File: config.mk
export PLATFORM = sky130hd
export DESIGN_NAME = proc
export DESIGN_NICKNAME = d
export VERILOG_FILES = /design/src/verilog/proc_pkg.sv /design/src/verilog/fetch_stage.sv /design/src/verilog/decode_stage.sv /design/src/verilog/execute_stage.sv /design/src/verilog/memory_stage.sv /design/src/verilog/proc.sv
export VERILOG_INCLUDE_DIRS = /design/src /design/src/verilog
export SDC_FILE = /design/constraint.sdc
export NUM_CORES = 1
export LEC_CHECK = 0
export BUFFER_PORTS_ARGS = -buffer_cell sky130_fd_sc_hd__buf_2
export CORE_UTILIZATION = 30
export CTS_CLUSTER_DIAMETER = 60
export DETAILED_ROUTE_END_ITERATION = 10
export PLACE_DENSITY = 0.52
export SYNTH_ARGS = -nofsm -noshare
export SYNTH_HDL_FRONTEND = slang
export SYNTH_HIERARCHICAL = 1
export SYNTH_SLANG_ARGS = --single-unit
File: constraint.sdc
create_clock -name clk -period 3.8 [get_ports clk]
set_input_delay 0.19 -clock clk [delete_from_list [all_inputs] [get_ports clk]]
set_output_delay 0.19 -clock clk [all_outputs]
set_load 0.005 [all_outputs]
File: src/verilog/proc_params.svh
// Opcode, function code and reset macros shared by the processor RTL and its testbench
`ifndef PROC_PARAMS_SVH
`define PROC_PARAMS_SVH

// 5-bit opcodes
`define OP_HALT 5'b00000
`define OP_ADDI 5'b01000
`define OP_BEQZ 5'b01100
`define OP_BNEZ 5'b01101
`define OP_ST   5'b10000
`define OP_LD   5'b10001
`define OP_LBI  5'b11000
`define OP_ADDR 5'b11011 // Register ops, func picks the operation

// Function codes for OP_ADDR
`define FN_ADD 2'b00
`define FN_SUB 2'b01 // rs - rt
`define FN_XOR 2'b10
`define FN_AND 2'b11

`define NUM_REGS 8
`define RESET_PC 16'h0000

`endif

File: src/verilog/proc_pkg.sv
// Instruction word type with its register and immediate views, used by fetch and decode
package proc_pkg;

   // Register form: rd <= rs func rt
   typedef struct packed {
      logic [4:0] opcode;
      logic [2:0] rs;
      logic [2:0] rt;
      logic [2:0] rd;
      logic [1:0] func;
   } r_fmt_t;

   // Short immediate form for ADDI, LD and ST
   typedef struct packed {
      logic [4:0] opcode;
      logic [2:0] rs;
      logic [2:0] rt;
      logic [4:0] imm5;
   } i5_fmt_t;

   // Long immediate form for branches and LBI
   typedef struct packed {
      logic [4:0] opcode;
      logic [2:0] rs;
      logic [7:0] imm8;
   } i8_fmt_t;

   // Same 16 bits, read through whichever view the opcode calls for
   typedef union packed {
      r_fmt_t  r;
      i5_fmt_t i5;
      i8_fmt_t i8;
   } instr_t;

endpackage

File: src/verilog/fetch_stage.sv
// Fetch stage holding the PC and the fetch/decode register, fed by a combinational instruction port
`timescale 1ns/1ps
`include "proc_params.svh"

module fetch_stage (
   input  logic             clk,
   input  logic             reset,
   input  logic             stall,
   input  logic             flush,
   input  logic             halted,
   input  logic             branch_taken,
   input  logic [15:0]      branch_target,
   input  logic [15:0]      imem_data,
   output logic [15:0]      imem_addr,
   output proc_pkg::instr_t instr,
   output logic [15:0]      pc_next,
   output logic             valid_d
);

   logic [15:0] pc;
   logic [15:0] pc_plus2;

   assign pc_plus2  = pc + 16'd2;
   assign imem_addr = pc; // ROM answers in the same cycle

   // Program counter, frozen for good once halted
   always_ff @(posedge clk) begin
      if (reset) begin
         pc <= `RESET_PC;
      end else if (!stall && !halted) begin
         pc <= branch_taken ? branch_target : pc_plus2;
      end
   end

   // Fetch/decode register
   always_ff @(posedge clk) begin
      if (reset) begin
         valid_d <= 1'b0;
      end else if (!stall) begin
         valid_d <= !flush && !halted; // Wrong-path word becomes a bubble
      end
   end

   always_ff @(posedge clk) begin
      if (!stall) begin
         instr   <= imem_data;
         pc_next <= pc_plus2;
      end
   end

   // Branch offsets are scaled by two in decode, so no path can make the PC odd
   pc_even_a: assert property (@(posedge clk) disable iff (reset) pc[0] == 1'b0);

endmodule

File: src/verilog/decode_stage.sv
// Decode stage with control decode, register file, hazard check and the decode/execute register
`timescale 1ns/1ps
`include "proc_params.svh"

module decode_stage (
   input  logic             clk,
   input  logic             reset,
   input  logic             stall_mem,
   input  logic             flush,
   input  proc_pkg::instr_t instr,
   input  logic [15:0]      pc_next,
   input  logic             valid_d,
   input  logic             wb_wen,
   input  logic [2:0]       wb_dest,
   input  logic [15:0]      wb_value,
   input  logic [2:0]       wdest_m,
   input  logic             reg_write_m,
   output logic             stall_hazard,
   output logic [15:0]      op_a,
   output logic [15:0]      op_b,
   output logic [15:0]      store_data,
   output logic [2:0]       wdest,
   output logic [1:0]       alu_func,
   output logic             reg_write_e,
   output logic             mem_read_e,
   output logic             mem_write_e,
   output logic             is_halt_e,
   output logic             is_beqz_e,
   output logic             is_bnez_e,
   output logic [15:0]      branch_target,
   output logic             valid_e,
   output logic             err
);

   logic [4:0]  opcode;
   logic [2:0]  rs, rt, dest;
   logic        is_r, is_addi, is_ld, is_st, is_beqz, is_bnez, is_lbi, is_halt;
   logic        legal, uses_rs, uses_rt, dec_reg_write, bubble;
   logic        haz_e, haz_m;
   logic [15:0] rs_val, rt_val, imm5_ext, imm8_ext;
   logic [15:0] regs [`NUM_REGS];

   assign opcode = instr.r.opcode;
   assign rs     = instr.r.rs;
   assign rt     = instr.r.rt;

   assign is_r    = opcode == `OP_ADDR;
   assign is_addi = opcode == `OP_ADDI;
   assign is_ld   = opcode == `OP_LD;
   assign is_st   = opcode == `OP_ST;
   assign is_beqz = opcode == `OP_BEQZ;
   assign is_bnez = opcode == `OP_BNEZ;
   assign is_lbi  = opcode == `OP_LBI;
   assign is_halt = opcode == `OP_HALT;
   assign legal   = is_r || is_addi || is_ld || is_st || is_beqz || is_bnez || is_lbi || is_halt;

   assign uses_rs       = is_r || is_addi || is_ld || is_st || is_beqz || is_bnez;
   assign uses_rt       = is_r || is_st; // ST data comes from rt
   assign dec_reg_write = is_r || is_addi || is_ld || is_lbi;
   assign dest          = is_r ? instr.r.rd : (is_lbi ? rs : instr.i5.rt);

   assign imm5_ext = {{11{instr.i5.imm5[4]}}, instr.i5.imm5};
   assign imm8_ext = {{8{instr.i8.imm8[7]}}, instr.i8.imm8};

   // Register file written by writeback and bypassed to the read ports
   always_ff @(posedge clk) begin
      if (wb_wen) begin
         regs[wb_dest] <= wb_value;
      end
   end

   assign rs_val = (wb_wen && wb_dest == rs) ? wb_value : regs[rs];
   assign rt_val = (wb_wen && wb_dest == rt) ? wb_value : regs[rt];

   // Execute's pending write sits in our own output register
   assign haz_e = reg_write_e && ((uses_rs && wdest == rs) || (uses_rt && wdest == rt));
   assign haz_m = reg_write_m && ((uses_rs && wdest_m == rs) || (uses_rt && wdest_m == rt));
   assign stall_hazard = valid_d && (haz_e || haz_m);

   assign bubble = !valid_d || stall_hazard || flush;

   // Decode/execute control cleared for a bubble
   always_ff @(posedge clk) begin
      if (reset) begin
         valid_e     <= 1'b0;
         reg_write_e <= 1'b0;
         mem_read_e  <= 1'b0;
         mem_write_e <= 1'b0;
         is_halt_e   <= 1'b0;
         is_beqz_e   <= 1'b0;
         is_bnez_e   <= 1'b0;
      end else if (!stall_mem) begin
         valid_e     <= !bubble;
         reg_write_e <= !bubble && dec_reg_write;
         mem_read_e  <= !bubble && is_ld;
         mem_write_e <= !bubble && is_st;
         is_halt_e   <= !bubble && is_halt;
         is_beqz_e   <= !bubble && is_beqz;
         is_bnez_e   <= !bubble && is_bnez;
      end
   end

   // Operands and branch target
   always_ff @(posedge clk) begin
      if (!stall_mem) begin
         op_a          <= is_lbi ? 16'h0000 : rs_val; // LBI goes through the adder as 0 + imm
         op_b          <= is_r ? rt_val : (is_lbi ? imm8_ext : imm5_ext);
         store_data    <= rt_val;
         wdest         <= dest;
         alu_func      <= is_r ? instr.r.func : `FN_ADD;
         branch_target <= pc_next + {imm8_ext[14:0], 1'b0}; // Offset counts instructions
      end
   end

   // Sticky error flag that ignores wrong-path words
   always_ff @(posedge clk) begin
      if (reset) begin
         err <= 1'b0;
      end else if (valid_d && !flush && !legal) begin
         err <= 1'b1;
      end
   end

   // A held instruction stays in the fetch/decode register until its source is written
   hazard_hold_a: assert property (@(posedge clk) disable iff (reset)
      (stall_hazard && !flush) |=> valid_d && $stable(instr));

endmodule

File: src/verilog/execute_stage.sv
// Execute stage with the ALU, branch resolution and the execute/memory register
`timescale 1ns/1ps
`include "proc_params.svh"

module execute_stage (
   input  logic        clk,
   input  logic        reset,
   input  logic        stall,
   input  logic [15:0] op_a,
   input  logic [15:0] op_b,
   input  logic [15:0] store_data,
   input  logic [2:0]  wdest,
   input  logic [1:0]  alu_func,
   input  logic        reg_write_e,
   input  logic        mem_read_e,
   input  logic        mem_write_e,
   input  logic        is_halt_e,
   input  logic        is_beqz_e,
   input  logic        is_bnez_e,
   input  logic [15:0] branch_target,
   input  logic        valid_e,
   output logic        branch_taken,
   output logic [15:0] alu_result,
   output logic [15:0] store_data_m,
   output logic [2:0]  wdest_m,
   output logic        reg_write_m,
   output logic        mem_read_m,
   output logic        mem_write_m,
   output logic        is_halt_m,
   output logic        valid_m
);

   logic [15:0] alu_out;
   logic        a_zero;

   // ADDI, LD/ST address and LBI all arrive with the add code
   always_comb begin
      case (alu_func)
         `FN_SUB: alu_out = op_a - op_b;
         `FN_AND: alu_out = op_a & op_b;
         `FN_XOR: alu_out = op_a ^ op_b;
         default: alu_out = op_a + op_b;
      endcase
   end

   assign a_zero       = op_a == 16'h0000;
   assign branch_taken = valid_e && ((is_beqz_e && a_zero) || (is_bnez_e && !a_zero));

   // Execute/memory control
   always_ff @(posedge clk) begin
      if (reset) begin
         valid_m     <= 1'b0;
         reg_write_m <= 1'b0;
         mem_read_m  <= 1'b0;
         mem_write_m <= 1'b0;
         is_halt_m   <= 1'b0;
      end else if (!stall) begin
         valid_m     <= valid_e;
         reg_write_m <= reg_write_e; // Already cleared for bubbles
         mem_read_m  <= mem_read_e;
         mem_write_m <= mem_write_e;
         is_halt_m   <= is_halt_e;
      end
   end

   always_ff @(posedge clk) begin
      if (!stall) begin
         alu_result   <= alu_out;
         store_data_m <= store_data;
         wdest_m      <= wdest;
      end
   end

   // Decode sets at most one branch kind per instruction
   one_branch_a: assert property (@(posedge clk) disable iff (reset)
      !(is_beqz_e && is_bnez_e));

   // Target handed to fetch is a whole instruction away
   target_even_a: assert property (@(posedge clk) disable iff (reset)
      branch_taken |-> branch_target[0] == 1'b0);

endmodule

File: src/verilog/memory_stage.sv
// Memory stage acting as Wishbone classic master, with the writeback register and halt latch
`timescale 1ns/1ps

module memory_stage (
   input  logic        clk,
   input  logic        reset,
   input  logic [15:0] alu_result,
   input  logic [15:0] store_data_m,
   input  logic [2:0]  wdest_m,
   input  logic        reg_write_m,
   input  logic        mem_read_m,
   input  logic        mem_write_m,
   input  logic        is_halt_m,
   input  logic        valid_m,
   input  logic [15:0] wb_dat_r,
   input  logic        wb_ack,
   output logic        wb_cyc,
   output logic        wb_stb,
   output logic        wb_we,
   output logic [15:0] wb_adr,
   output logic [15:0] wb_dat_w,
   output logic        stall_mem,
   output logic        wb_wen,
   output logic [2:0]  wb_dest,
   output logic [15:0] wb_value,
   output logic        halted
);

   logic mem_req;

   assign mem_req   = valid_m && (mem_read_m || mem_write_m) && !halted;
   assign stall_mem = mem_req && !(wb_cyc && wb_ack); // Held until the ack edge

   // Execute/memory register is frozen while we wait, so these stay put
   assign wb_adr   = alu_result;
   assign wb_dat_w = store_data_m;
   assign wb_we    = mem_write_m;

   // Bus cycle: start on a request, end the cycle after ack
   always_ff @(posedge clk) begin
      if (reset) begin
         wb_cyc <= 1'b0;
         wb_stb <= 1'b0;
      end else if (wb_cyc) begin
         if (wb_ack) begin
            wb_cyc <= 1'b0;
            wb_stb <= 1'b0;
         end
      end else if (mem_req) begin
         wb_cyc <= 1'b1;
         wb_stb <= 1'b1;
      end
   end

   // Writeback register, load data taken on the ack
   always_ff @(posedge clk) begin
      if (reset) begin
         wb_wen <= 1'b0;
      end else if (!stall_mem) begin
         wb_wen <= valid_m && reg_write_m && !halted;
      end
   end

   always_ff @(posedge clk) begin
      if (!stall_mem) begin
         wb_dest  <= wdest_m;
         wb_value <= mem_read_m ? wb_dat_r : alu_result;
      end
   end

   // Halt latch
   always_ff @(posedge clk) begin
      if (reset) begin
         halted <= 1'b0;
      end else if (valid_m && is_halt_m) begin
         halted <= 1'b1;
      end
   end

   stb_in_cyc_a: assert property (@(posedge clk) disable iff (reset) wb_stb |-> wb_cyc);

   // Relies on the whole pipeline freezing under stall_mem
   bus_stable_a: assert property (@(posedge clk) disable iff (reset)
      (wb_cyc && !wb_ack) |=> wb_cyc && $stable(wb_adr) && $stable(wb_dat_w) && $stable(wb_we));

endmodule

File: src/verilog/proc.sv
// Top level of the five-stage processor, wiring the stages with their stall and flush lines
`timescale 1ns/1ps

module proc (
   input  logic        clk,
   input  logic        reset,
   input  logic [15:0] imem_data,
   input  logic [15:0] wb_dat_r,
   input  logic        wb_ack,
   output logic [15:0] imem_addr,
   output logic        wb_cyc,
   output logic        wb_stb,
   output logic        wb_we,
   output logic [15:0] wb_adr,
   output logic [15:0] wb_dat_w,
   output logic        halted,
   output logic        err
);

   // Fetch to decode
   proc_pkg::instr_t instr;
   logic [15:0]      pc_next;
   logic             valid_d;

   // Decode to execute
   logic [15:0] op_a, op_b, store_data, branch_target;
   logic [2:0]  wdest;
   logic [1:0]  alu_func;
   logic        reg_write_e, mem_read_e, mem_write_e, is_halt_e;
   logic        is_beqz_e, is_bnez_e, valid_e;

   // Execute to memory
   logic [15:0] alu_result, store_data_m;
   logic [2:0]  wdest_m;
   logic        reg_write_m, mem_read_m, mem_write_m, is_halt_m, valid_m;

   // Writeback and control
   logic        wb_wen;
   logic [2:0]  wb_dest;
   logic [15:0] wb_value;
   logic        stall_mem, stall_hazard, branch_taken, fetch_stall;

   // A taken branch overrides a hazard hold, a bus wait overrides both
   assign fetch_stall = stall_mem || (stall_hazard && !branch_taken);

   fetch_stage i_fetch (
      .clk(clk), .reset(reset), .stall(fetch_stall), .flush(branch_taken),
      .halted(halted), .branch_taken(branch_taken), .branch_target(branch_target),
      .imem_data(imem_data), .imem_addr(imem_addr), .instr(instr),
      .pc_next(pc_next), .valid_d(valid_d));

   decode_stage i_decode (
      .clk(clk), .reset(reset), .stall_mem(stall_mem), .flush(branch_taken),
      .instr(instr), .pc_next(pc_next), .valid_d(valid_d),
      .wb_wen(wb_wen), .wb_dest(wb_dest), .wb_value(wb_value),
      .wdest_m(wdest_m), .reg_write_m(reg_write_m), .stall_hazard(stall_hazard),
      .op_a(op_a), .op_b(op_b), .store_data(store_data), .wdest(wdest),
      .alu_func(alu_func), .reg_write_e(reg_write_e), .mem_read_e(mem_read_e),
      .mem_write_e(mem_write_e), .is_halt_e(is_halt_e), .is_beqz_e(is_beqz_e),
      .is_bnez_e(is_bnez_e), .branch_target(branch_target), .valid_e(valid_e),
      .err(err));

   execute_stage i_execute (
      .clk(clk), .reset(reset), .stall(stall_mem), .op_a(op_a), .op_b(op_b),
      .store_data(store_data), .wdest(wdest), .alu_func(alu_func),
      .reg_write_e(reg_write_e), .mem_read_e(mem_read_e), .mem_write_e(mem_write_e),
      .is_halt_e(is_halt_e), .is_beqz_e(is_beqz_e), .is_bnez_e(is_bnez_e),
      .branch_target(branch_target), .valid_e(valid_e), .branch_taken(branch_taken),
      .alu_result(alu_result), .store_data_m(store_data_m), .wdest_m(wdest_m),
      .reg_write_m(reg_write_m), .mem_read_m(mem_read_m), .mem_write_m(mem_write_m),
      .is_halt_m(is_halt_m), .valid_m(valid_m));

   memory_stage i_memory (
      .clk(clk), .reset(reset), .alu_result(alu_result), .store_data_m(store_data_m),
      .wdest_m(wdest_m), .reg_write_m(reg_write_m), .mem_read_m(mem_read_m),
      .mem_write_m(mem_write_m), .is_halt_m(is_halt_m), .valid_m(valid_m),
      .wb_dat_r(wb_dat_r), .wb_ack(wb_ack), .wb_cyc(wb_cyc), .wb_stb(wb_stb),
      .wb_we(wb_we), .wb_adr(wb_adr), .wb_dat_w(wb_dat_w), .stall_mem(stall_mem),
      .wb_wen(wb_wen), .wb_dest(wb_dest), .wb_value(wb_value), .halted(halted));

endmodule

==> impl_table.tex, run 1 <==
\begin{tabular}{lr}
\hline
Metric & Value \\
\hline
\multicolumn{2}{l}{\textbf{Run status}} \\
\quad Outcome & finished, violations left \\
\quad Violations in the final reports & DRC \\
\multicolumn{2}{l}{\textbf{Worst setup path}} \\
\quad Critical Path Source Type & flip-flop \\
\quad Slowest Stage Delay on Critical Path & 0.53 ns \\
\quad Buffers and inverters on the worst path & 0 \\
\quad Arrival time reported for the critical path endpoint & 3.53 ns \\
\quad Crit end category & flip-flop \\
\quad Critical Setup Path Class & flip-flop to flip-flop \\
\quad Max FO, Critical Path & 7 \\
\quad Critical path cell sequence & nor4\_1 -> nand2\_1 -> o21ai\_0 -> xor2\_1 -> ha\_1 -> a21o\_1 -> a31o\_2 -> a31o\_2 -> a21oi\_1 -> a21o\_1 -> a31oi\_1 \\
\quad Data required time of the critical path & 4.05 ns \\
\quad Library cell contributing the largest single delay on the critical path & nor4\_1 \\
\quad Largest delay contributor family on the critical path & compound AO/OA/AOI/OAI gates \\
\multicolumn{2}{l}{\textbf{Routing}} \\
\quad Detailed-route via count & 9886 \\
\quad Wirelength, routed & 38.93 mm \\
\quad Initial drt markers & 639 \\
\quad Antenna violation net count after detailed routing & 0 \\
\quad DRC violation count after routing & 5 \\
\quad Detail-routed net length per standard cell & 19.82 um \\
\quad DR pass1 iterations & 8 \\
\quad Detailed-route vias per instance & 5.034 \\
\multicolumn{2}{l}{\textbf{Global routing}} \\
\quad Met1 usage & 19.75\% \\
\quad GRT busiest layer & met2 \\
\quad First-pass GRT wire length & 59.00 mm \\
\quad Initial antenna violation count & 0 \\
\quad Vias in the first global route & 9829 \\
\quad Pin count of the biggest net entering global routing & 52 \\
\quad GR Layer Usage met2 & 22.72\% \\
\quad Fraction of met3 tracks used by global routing & 1.897\% \\
\quad Global route total overflow & 0 \\
\quad Combined global-route utilization of all metal layers & 14.18\% \\
\multicolumn{2}{l}{\textbf{Clock tree}} \\
\quad Latest clock arrival within the worst-skew pair & 0.53 ns \\
\quad Number of sinks driven by the clock tree & 317 \\
\quad Total clock buffers created by CTS & 35 \\
\quad Depth of the CTS H-tree & 2 \\
\quad Clock tree buffer depth & 3 \\
\quad Clock root cell & clkbuf\_16 \\
\quad CTS clk-pin slew, worst paths & 0.06 ns \\
\quad CTS tree & yes \\
\multicolumn{2}{l}{\textbf{Synthesis}} \\
\quad Number of synthesized flops with an enable pin & 283 \\
\quad Distinct cell type count of the synthesized netlist & 84 \\
\quad Avg Cell Area, Syn & 13.90 um2 \\
\quad Cells after Synth & 1162 \\
\quad Area of the mapped netlist & 0.01615 mm2 \\
\quad Asr flop ratio synth & 0\% \\
\quad Syn Nets & 1246 \\
\quad Post-synthesis sequential area ratio & 56.83\% \\
\quad Yosys warns & 6 \\
\quad Most instantiated flip-flop cell in the synthesis netlist & edfxtp\_1 \\
\quad Register bit count reported by yosys & 317 \\
\multicolumn{2}{l}{\textbf{Die}} \\
\quad Die ar. & 0.05477 mm2 \\
\quad DIE HEIGHT & 234.0 um \\
\quad Die span in x & 234.0 um \\
\quad Starting Density & 30.55\% \\
\quad Row cnt & 84 \\
\quad Core region area & 0.05287 mm2 \\
\quad Io pins & 88 \\
\multicolumn{2}{l}{\textbf{Placement}} \\
\quad Global placement routability congestion & 0.8334 \\
\quad Area of placed instances & 0.01715 mm2 \\
\quad Detailed placement HPWL & 26.30 mm \\
\quad Number of port buffers & 87 \\
\multicolumn{2}{l}{\textbf{STA}} \\
\quad Slew of the pin with the lowest slew margin & 1.033 ns \\
\quad Hold WS & 0.01850 ns \\
\quad F\_max & 305.0 MHz \\
\quad Number of hold violations in the final report & 0 \\
\quad Max-slew headroom & 31.13\% \\
\quad Shortest period the worst path allows & 3.279 ns \\
\quad Setup repair after global routing missed its margin & false \\
\quad Post-route clock period utilization & 86.28\% \\
\quad Setup TNS after final layout & 0 ns \\
\quad Final number of max-transition violations & 0 \\
\quad Post-route clock skew & 0.01837 ns \\
\quad Count of final setup violators & 0 \\
\multicolumn{2}{l}{\textbf{Power}} \\
\quad Final total power & 8.665 mW \\
\quad VDD IR max & 0.2509 mV \\
\quad Power per unit of standard cell area & 467.9 mW/mm2 \\
\quad Leakage & 6.635 nW \\
\multicolumn{2}{l}{\textbf{Finish}} \\
\quad Most common cell after layout, fill and taps aside & edfxtp\_1 \\
\quad Core occupancy in the finished layout & 35.03\% \\
\quad Antenna fix cells & 0 \\
\quad Post-layout net count & 1335 \\
\quad Commonest cells after routing, fill and taps aside & 283 x edfxtp\_1, 91 x nor2\_1, 87 x buf\_2, 63 x mux4\_2, 63 x a21oi\_1 \\
\quad Area delta synth->final & 14.65\% \\
\quad Area of all placed cells without fillers & 0.01852 mm2 \\
\quad Fraction of final layout cells with drive strength greater than 1 & 22.88\% \\
\multicolumn{2}{l}{\textbf{Run}} \\
\quad MaxCap Viol Count & 0 \\
\multicolumn{2}{l}{\textbf{Min path}} \\
\quad Class of the tightest hold or removal check & input pin to flip-flop \\
\hline
\end{tabular}
## layout make-up
cell class / count / area (um2)
Clock buffer: 41 / 908.4
Fill cell: 5120 / 34350
Clock inverter: 21 / 182.7
Inverter: 21 / 78.83
Timing Repair Buffer: 148 / 988.4
Sequential cell: 317 / 9179
Multi-Input combinational cell: 728 / 6320
Tap cell: 688 / 860.8
## through the flow
step                setup slack (ns)  cells
floorplan                     0.8890   1162
finish                        0.5213   1964
CTS                           0.5396   1964
global placement              0.5781   1874
global route                  0.2296   1964
detailed placement            0.5029   1874
## final timing paths
| kind | slack (ns) | cells after the start | start | end |
|---|---|---|---|---|
| setup / recovery | 0.52 | 11 | i_decode/op_b[4]$_DFFE_PN_ | i_execute/alu_result[15]$_DFFE_PN_ |
| hold reg to reg | 0.42 | 0 | i_decode/store_data[6]$_DFFE_PN_ | i_execute/store_data_m[6]$_DFFE_PN_ |
| setup reg to reg | 0.52 | 11 | i_decode/op_b[4]$_DFFE_PN_ | i_execute/alu_result[15]$_DFFE_PN_ |
| hold / removal | 0.02 | 2 | wb_dat_r[8] | i_memory/wb_value[8]$_DFFE_PN_ |
## timing repair
item | CTS | global route
setup buffers | 0 | 0
endpoints found under the hold margin | 28 | 0
hold buffers | 28 | 0
gates resized for setup | 0 | 0
## state kept, by name, indices dropped and copies added, names as in the netlist, 2 cells and up
name and cells:
i_decode/regs 128, i_decode/branch_target 16, i_decode/op_a 16, i_decode/op_b 16, i_decode/store_data 16, i_execute/alu_result 16, i_execute/store_data_m 16, i_fetch/imem_addr 16
i_fetch/instr 16, i_fetch/pc_next 16, i_memory/wb_value 16, i_decode/wdest 3, i_execute/wdest_m 3, i_memory/wb_dest 3, i_decode/alu_func 2
## layer usage
metal,wire (um),up-vias
li1,-,4680
met1,18370,4933
met2,18030,209
met3,1539,64
met4,989,0
met5,0,-
## cells by family (layout without fill, tap and decap cells)
logic type	Yosys count	count (layout)	share of synthesized area [%]
AO/OA/AOI/OAI	206	206	8.746
XOR/XNOR	62	62	3.362
adder cells (fa/ha/maj)	49	49	3.889
buffers and inverters	117	231	4.121
flip-flops	317	317	56.83
multiplexers	152	152	14.67
AND/OR/NAND/NOR	259	259	8.382
## power breakdown
group          switching [mW]  internal [mW]  leakage (nW)
logic                   0.443          0.432          3.00
registers               0.331           4.18          3.10
clock network            1.36           1.92         0.534
## synthesized netlist by cell type, types with 6 or more instances
| master | number | area, um2 |
|---|---|---|
| a211oi_1 | 23 | 172.7 |
| a21o_1 | 13 | 97.59 |
| a21oi_1 | 63 | 315.3 |
| a31oi_1 | 10 | 62.56 |
| buf_2 | 19 | 95.09 |
| buf_4 | 40 | 300.3 |
| buf_6 | 7 | 78.83 |
| clkbuf_1 | 26 | 97.59 |
| dfxtp_1 | 34 | 680.7 |
| edfxtp_1 | 283 | 8498 |
| ha_1 | 47 | 588.1 |
| inv_1 | 21 | 78.83 |
| mux2_2 | 35 | 394.1 |
| mux2i_1 | 53 | 530.5 |
| mux4_2 | 63 | 1419 |
| nand2_1 | 42 | 157.7 |
| nand2b_1 | 11 | 68.82 |
| nand3_1 | 25 | 125.1 |
| nand4_1 | 13 | 81.33 |
| nor2_1 | 91 | 341.6 |
| nor2b_1 | 11 | 68.82 |
| nor3_1 | 12 | 60.06 |
| nor3b_1 | 6 | 45.04 |
| nor4_1 | 9 | 56.30 |
| o211ai_1 | 6 | 45.04 |
| o21a_1 | 9 | 67.56 |
| o21ai_0 | 28 | 140.1 |
| o31ai_1 | 9 | 67.56 |
| xnor2_1 | 42 | 367.9 |
| xor2_1 | 20 | 175.2 |
## worst register-to-register path: stages, from the launching register on
cell and delay (ns):
edfxtp_1 0.46, nor4_1 0.53, nand2_1 0.20, o21ai_0 0.25, xor2_1 0.17, ha_1 0.32
a21o_1 0.22, a31o_2 0.23, a31o_2 0.24, a21oi_1 0.18, a21o_1 0.14, a31oi_1 0.08
Power figures use the tool's default switching activity.
==> inputs of run 2 (changes only) <==
--- a/config.mk
+++ b/config.mk
@@ -7,6 +7,7 @@
 export NUM_CORES = 1
 export LEC_CHECK = 0
 export BUFFER_PORTS_ARGS = -buffer_cell sky130_fd_sc_hd__buf_2
+export CORE_MARGIN = 2
 export CORE_UTILIZATION = 30
 export CTS_CLUSTER_DIAMETER = 60
 export DETAILED_ROUTE_END_ITERATION = 10
@@ -15,3 +16,4 @@
 export SYNTH_HDL_FRONTEND = slang
 export SYNTH_HIERARCHICAL = 1
 export SYNTH_SLANG_ARGS = --single-unit
+export TNS_END_PERCENT = 50
==> run 2 against run 1 <==
Net effect:
- design area is essentially flat
- sequential power about the same
- critical path depth is the same
- first-iteration DRC count is 7.2% lower
- fmax fell by 4.8%
- via count down 0.48%
- the run now ends clean
- largest power group unchanged
- utilization shrank 0.41 points
- largest cell class unchanged
- total power fell by 1.1%
- worst setup slack got worse by 0.16 ns
- hold slack gained 0.0097 ns
- clock power decreased by 3%
==> impl_table.tex, run 2 (synthesized netlist as in run 1, its figures left out) <==
\begin{tabular}{lr}
\hline
Metric & Value \\
\hline
\multicolumn{2}{l}{\textbf{Run status}} \\
\quad Outcome & completed \\
\multicolumn{2}{l}{\textbf{STA}} \\
\quad Number of hold violations in the final report & 0 \\
\quad Final number of max-transition violations & 0 \\
\quad F\_max & 290.5 MHz \\
\quad Setup repair after global routing missed its margin & false \\
\quad Setup TNS after final layout & 0 ns \\
\quad Count of final setup violators & 0 \\
\quad Shortest period the worst path allows & 3.443 ns \\
\quad Max-slew headroom & 25.22\% \\
\quad Slew of the pin with the lowest slew margin & 1.122 ns \\
\quad Post-route clock period utilization & 90.60\% \\
\quad Post-route clock skew & 0.02847 ns \\
\multicolumn{2}{l}{\textbf{Worst setup path}} \\
\quad Critical Path Source Type & flip-flop \\
\quad FF-to-FF path depth & 11 \\
\quad Critical Setup Path Class & flip-flop to flip-flop \\
\quad End of the worst register-to-register path & i\_execute/alu\_result[13]\$\_DFFE\_PN\_ \\
\quad Data required time of the critical path & 4.11 ns \\
\quad Crit end category & flip-flop \\
\quad Source of the worst register-to-register timing path & i\_decode/op\_b[4]\$\_DFFE\_PN\_ \\
\quad Worst reg2reg setup slack & 0.36 ns \\
\quad Max FO, Critical Path & 5 \\
\quad Arrival time reported for the critical path endpoint & 3.75 ns \\
\multicolumn{2}{l}{\textbf{Clock tree}} \\
\quad Depth of the CTS H-tree & 2 \\
\quad Clock tree buffer depth & 3 \\
\quad Post CTS Setup Buffer Count & 0 \\
\quad CTS clk-pin slew, worst paths & 0.06 ns \\
\quad Cells resized by post-CTS repair & 0 \\
\quad Total clock buffers created by CTS & 34 \\
\quad Clock root cell & clkbuf\_16 \\
\quad Number of sinks driven by the clock tree & 317 \\
\quad Latest clock arrival within the worst-skew pair & 0.54 ns \\
\quad CTS tree & yes \\
\multicolumn{2}{l}{\textbf{Routing}} \\
\quad Initial drt markers & 593 \\
\quad Detailed-route via count & 9839 \\
\quad DR pass1 iterations & 5 \\
\quad DRC violation count after routing & 0 \\
\quad Antenna violation net count after detailed routing & 0 \\
\quad Detail-routed net length per standard cell & 19.77 um \\
\quad Wirelength, routed & 39.02 mm \\
\quad Detailed-route vias per instance & 4.984 \\
\multicolumn{2}{l}{\textbf{Power}} \\
\quad Leakage & 6.626 nW \\
\quad Proportion of total power due to net switching & 25.15\% \\
\quad Logic pwr share & 10.3\% \\
\quad Int Power & 6.412 mW \\
\quad Relative contribution of the clock network to total power & 37.1\% \\
\quad VDD IR max & 0.2993 mV \\
\quad Share of total power in sequential cells & 52.6\% \\
\quad Final total power & 8.567 mW \\
\quad Power per unit of standard cell area & 462.6 mW/mm2 \\
\quad P\_sw & 2.155 mW \\
\multicolumn{2}{l}{\textbf{Finish}} \\
\quad Fraction of final layout cells with drive strength greater than 1 & 23.08\% \\
\quad Fill cell instance count of the final layout & 5128 \\
\quad Combined area of the multi-input logic cells & 0.006320 mm2 \\
\quad Area delta synth->final & 14.66\% \\
\quad Biggest register & i\_decode/regs \\
\quad Most common cell after layout, fill and taps aside & edfxtp\_1 \\
\quad Area of all placed cells without fillers & 0.01852 mm2 \\
\quad Register cell area after layout & 0.009179 mm2 \\
\quad Core occupancy in the finished layout & 34.62\% \\
\quad Antenna fix cells & 0 \\
\quad Post-layout net count & 1337 \\
\quad Flip-flop count of the largest register after layout & 128 \\
\quad Commonest cells after routing, fill and taps aside & 283 x edfxtp\_1, 91 x nor2\_1, 87 x buf\_2, 63 x mux4\_2, 63 x a21oi\_1 \\
\quad Count of non-filler cells in the finished layout & 1974 \\
\multicolumn{2}{l}{\textbf{Global routing}} \\
\quad Vias in the first global route & 9821 \\
\quad Global route total overflow & 0 \\
\quad Pin count of the biggest net entering global routing & 52 \\
\quad Initial antenna violation count & 0 \\
\quad Combined global-route utilization of all metal layers & 13.97\% \\
\quad First-pass GRT wire length & 59.99 mm \\
\multicolumn{2}{l}{\textbf{Min path}} \\
\quad Hold Path Origin & wb\_dat\_r[15] \\
\quad Hold Path Depth & 2 \\
\quad Class of the tightest hold or removal check & input pin to flip-flop \\
\quad Hold worst-path end & i\_memory/wb\_value[15]\$\_DFFE\_PN\_ \\
\multicolumn{2}{l}{\textbf{Run}} \\
\quad MaxCap Viol Count & 0 \\
\multicolumn{2}{l}{\textbf{Placement}} \\
\quad Global placement routability congestion & 0.8262 \\
\quad Area of placed instances & 0.01717 mm2 \\
\quad Number of port buffers & 87 \\
\quad Detailed placement HPWL & 26.24 mm \\
\quad Number of instances in the placed design & 1884 \\
\multicolumn{2}{l}{\textbf{Die}} \\
\quad DIE HEIGHT & 236.0 um \\
\quad Io pins & 88 \\
\quad Die span in x & 236.0 um \\
\quad Row cnt & 85 \\
\quad Core region area & 0.05350 mm2 \\
\quad Die ar. & 0.05571 mm2 \\
\quad Starting Density & 30.19\% \\
\hline
\end{tabular}
[run 2: cell count changes in the layout (fill, tap and decap cells not counted)]
cell / previous run / this run
buf_4: 31 / 33
clkinvlp_4: 1 / 3
bufinv_16: 3 / 2
clkbuf_1: 5 / 4
clkbuf_16: 35 / 34
clkbuf_8: 1 / 0
clkinv_1: 9 / 8
clkinv_8: 0 / 1
dlygate4sd3_1: 28 / 29
inv_8: 0 / 1
[run 2: layout make-up]
cell class / instances / share of cell area [%]
multi-input combinational: 728 / 34.13
sequential: 317 / 49.56
tap: 696 / 4.702
clock inverter: 23 / 1.034
clock buffer: 38 / 4.675
inverter: 21 / 0.4256
timing repair buffer: 151 / 5.473
[run 2: power groups by stage]
stage	Clock, mW	Combinational (mW)	Sequential, mW
2_1_floorplan	0	0.701	4.40
3_3_place_gp	0	0.854	4.57
4_1_cts	3.28	0.888	4.51
3_5_place_dp	0	0.858	4.58
5_1_grt	3.41	0.974	4.55
6_report	3.18	0.879	4.51
[run 2: worst max-delay path by stage]
stage	startpoint	depth (start not counted)	to
2_1_floorplan	i_decode/op_b[4]$_DFFE_PN_	11	i_execute/alu_result[15]$_DFFE_PN_
3_3_place_gp	i_decode/op_b[4]$_DFFE_PN_	10	i_execute/alu_result[13]$_DFFE_PN_
3_5_place_dp	i_decode/op_b[4]$_DFFE_PN_	11	i_execute/alu_result[13]$_DFFE_PN_
4_1_cts	i_decode/op_b[4]$_DFFE_PN_	11	i_execute/alu_result[13]$_DFFE_PN_
5_1_grt	i_decode/op_b[4]$_DFFE_PN_	11	i_execute/alu_result[13]$_DFFE_PN_
6_report	i_decode/op_b[4]$_DFFE_PN_	11	i_execute/alu_result[13]$_DFFE_PN_
[run 2: metal layers]
metal,GRT usage [%],share of wire [%],up-vias
met5,0,0,-
met4,3.243,1.6,0
met3,1.767,3.6,32
met2,23.21,48,182
met1,19.45,47,4944
li1,-,-,4681
[run 2: timing repair]
item / in CTS / in global routing
setup endpoints to repair: 0 / 0
hold buffers: 29 / 0
hold endpoints to repair: 29 / 0
[run 2: through the flow]
stage,worst slack (ns),hold WS [ns]
floorplan,0.8890,0.2562
global placement,0.4516,0.3679
detailed placement,0.3173,0.3683
CTS,0.3280,0.01437
global route,0.1074,0.02289
finish,0.3574,0.02822
[run 2: worst max-delay path, cell delays in order, from the launching register on]
cell and delay (ns):
edfxtp_1 0.46, nor4_1 0.56, nand2_1 0.18, o21ai_0 0.22, xor2_1 0.10, ha_1 0.37, and2_1 0.21, nand4_1 0.12
a21oi_1 0.34, nor2_1 0.15, o2111a_1 0.25, a221oi_1 0.27
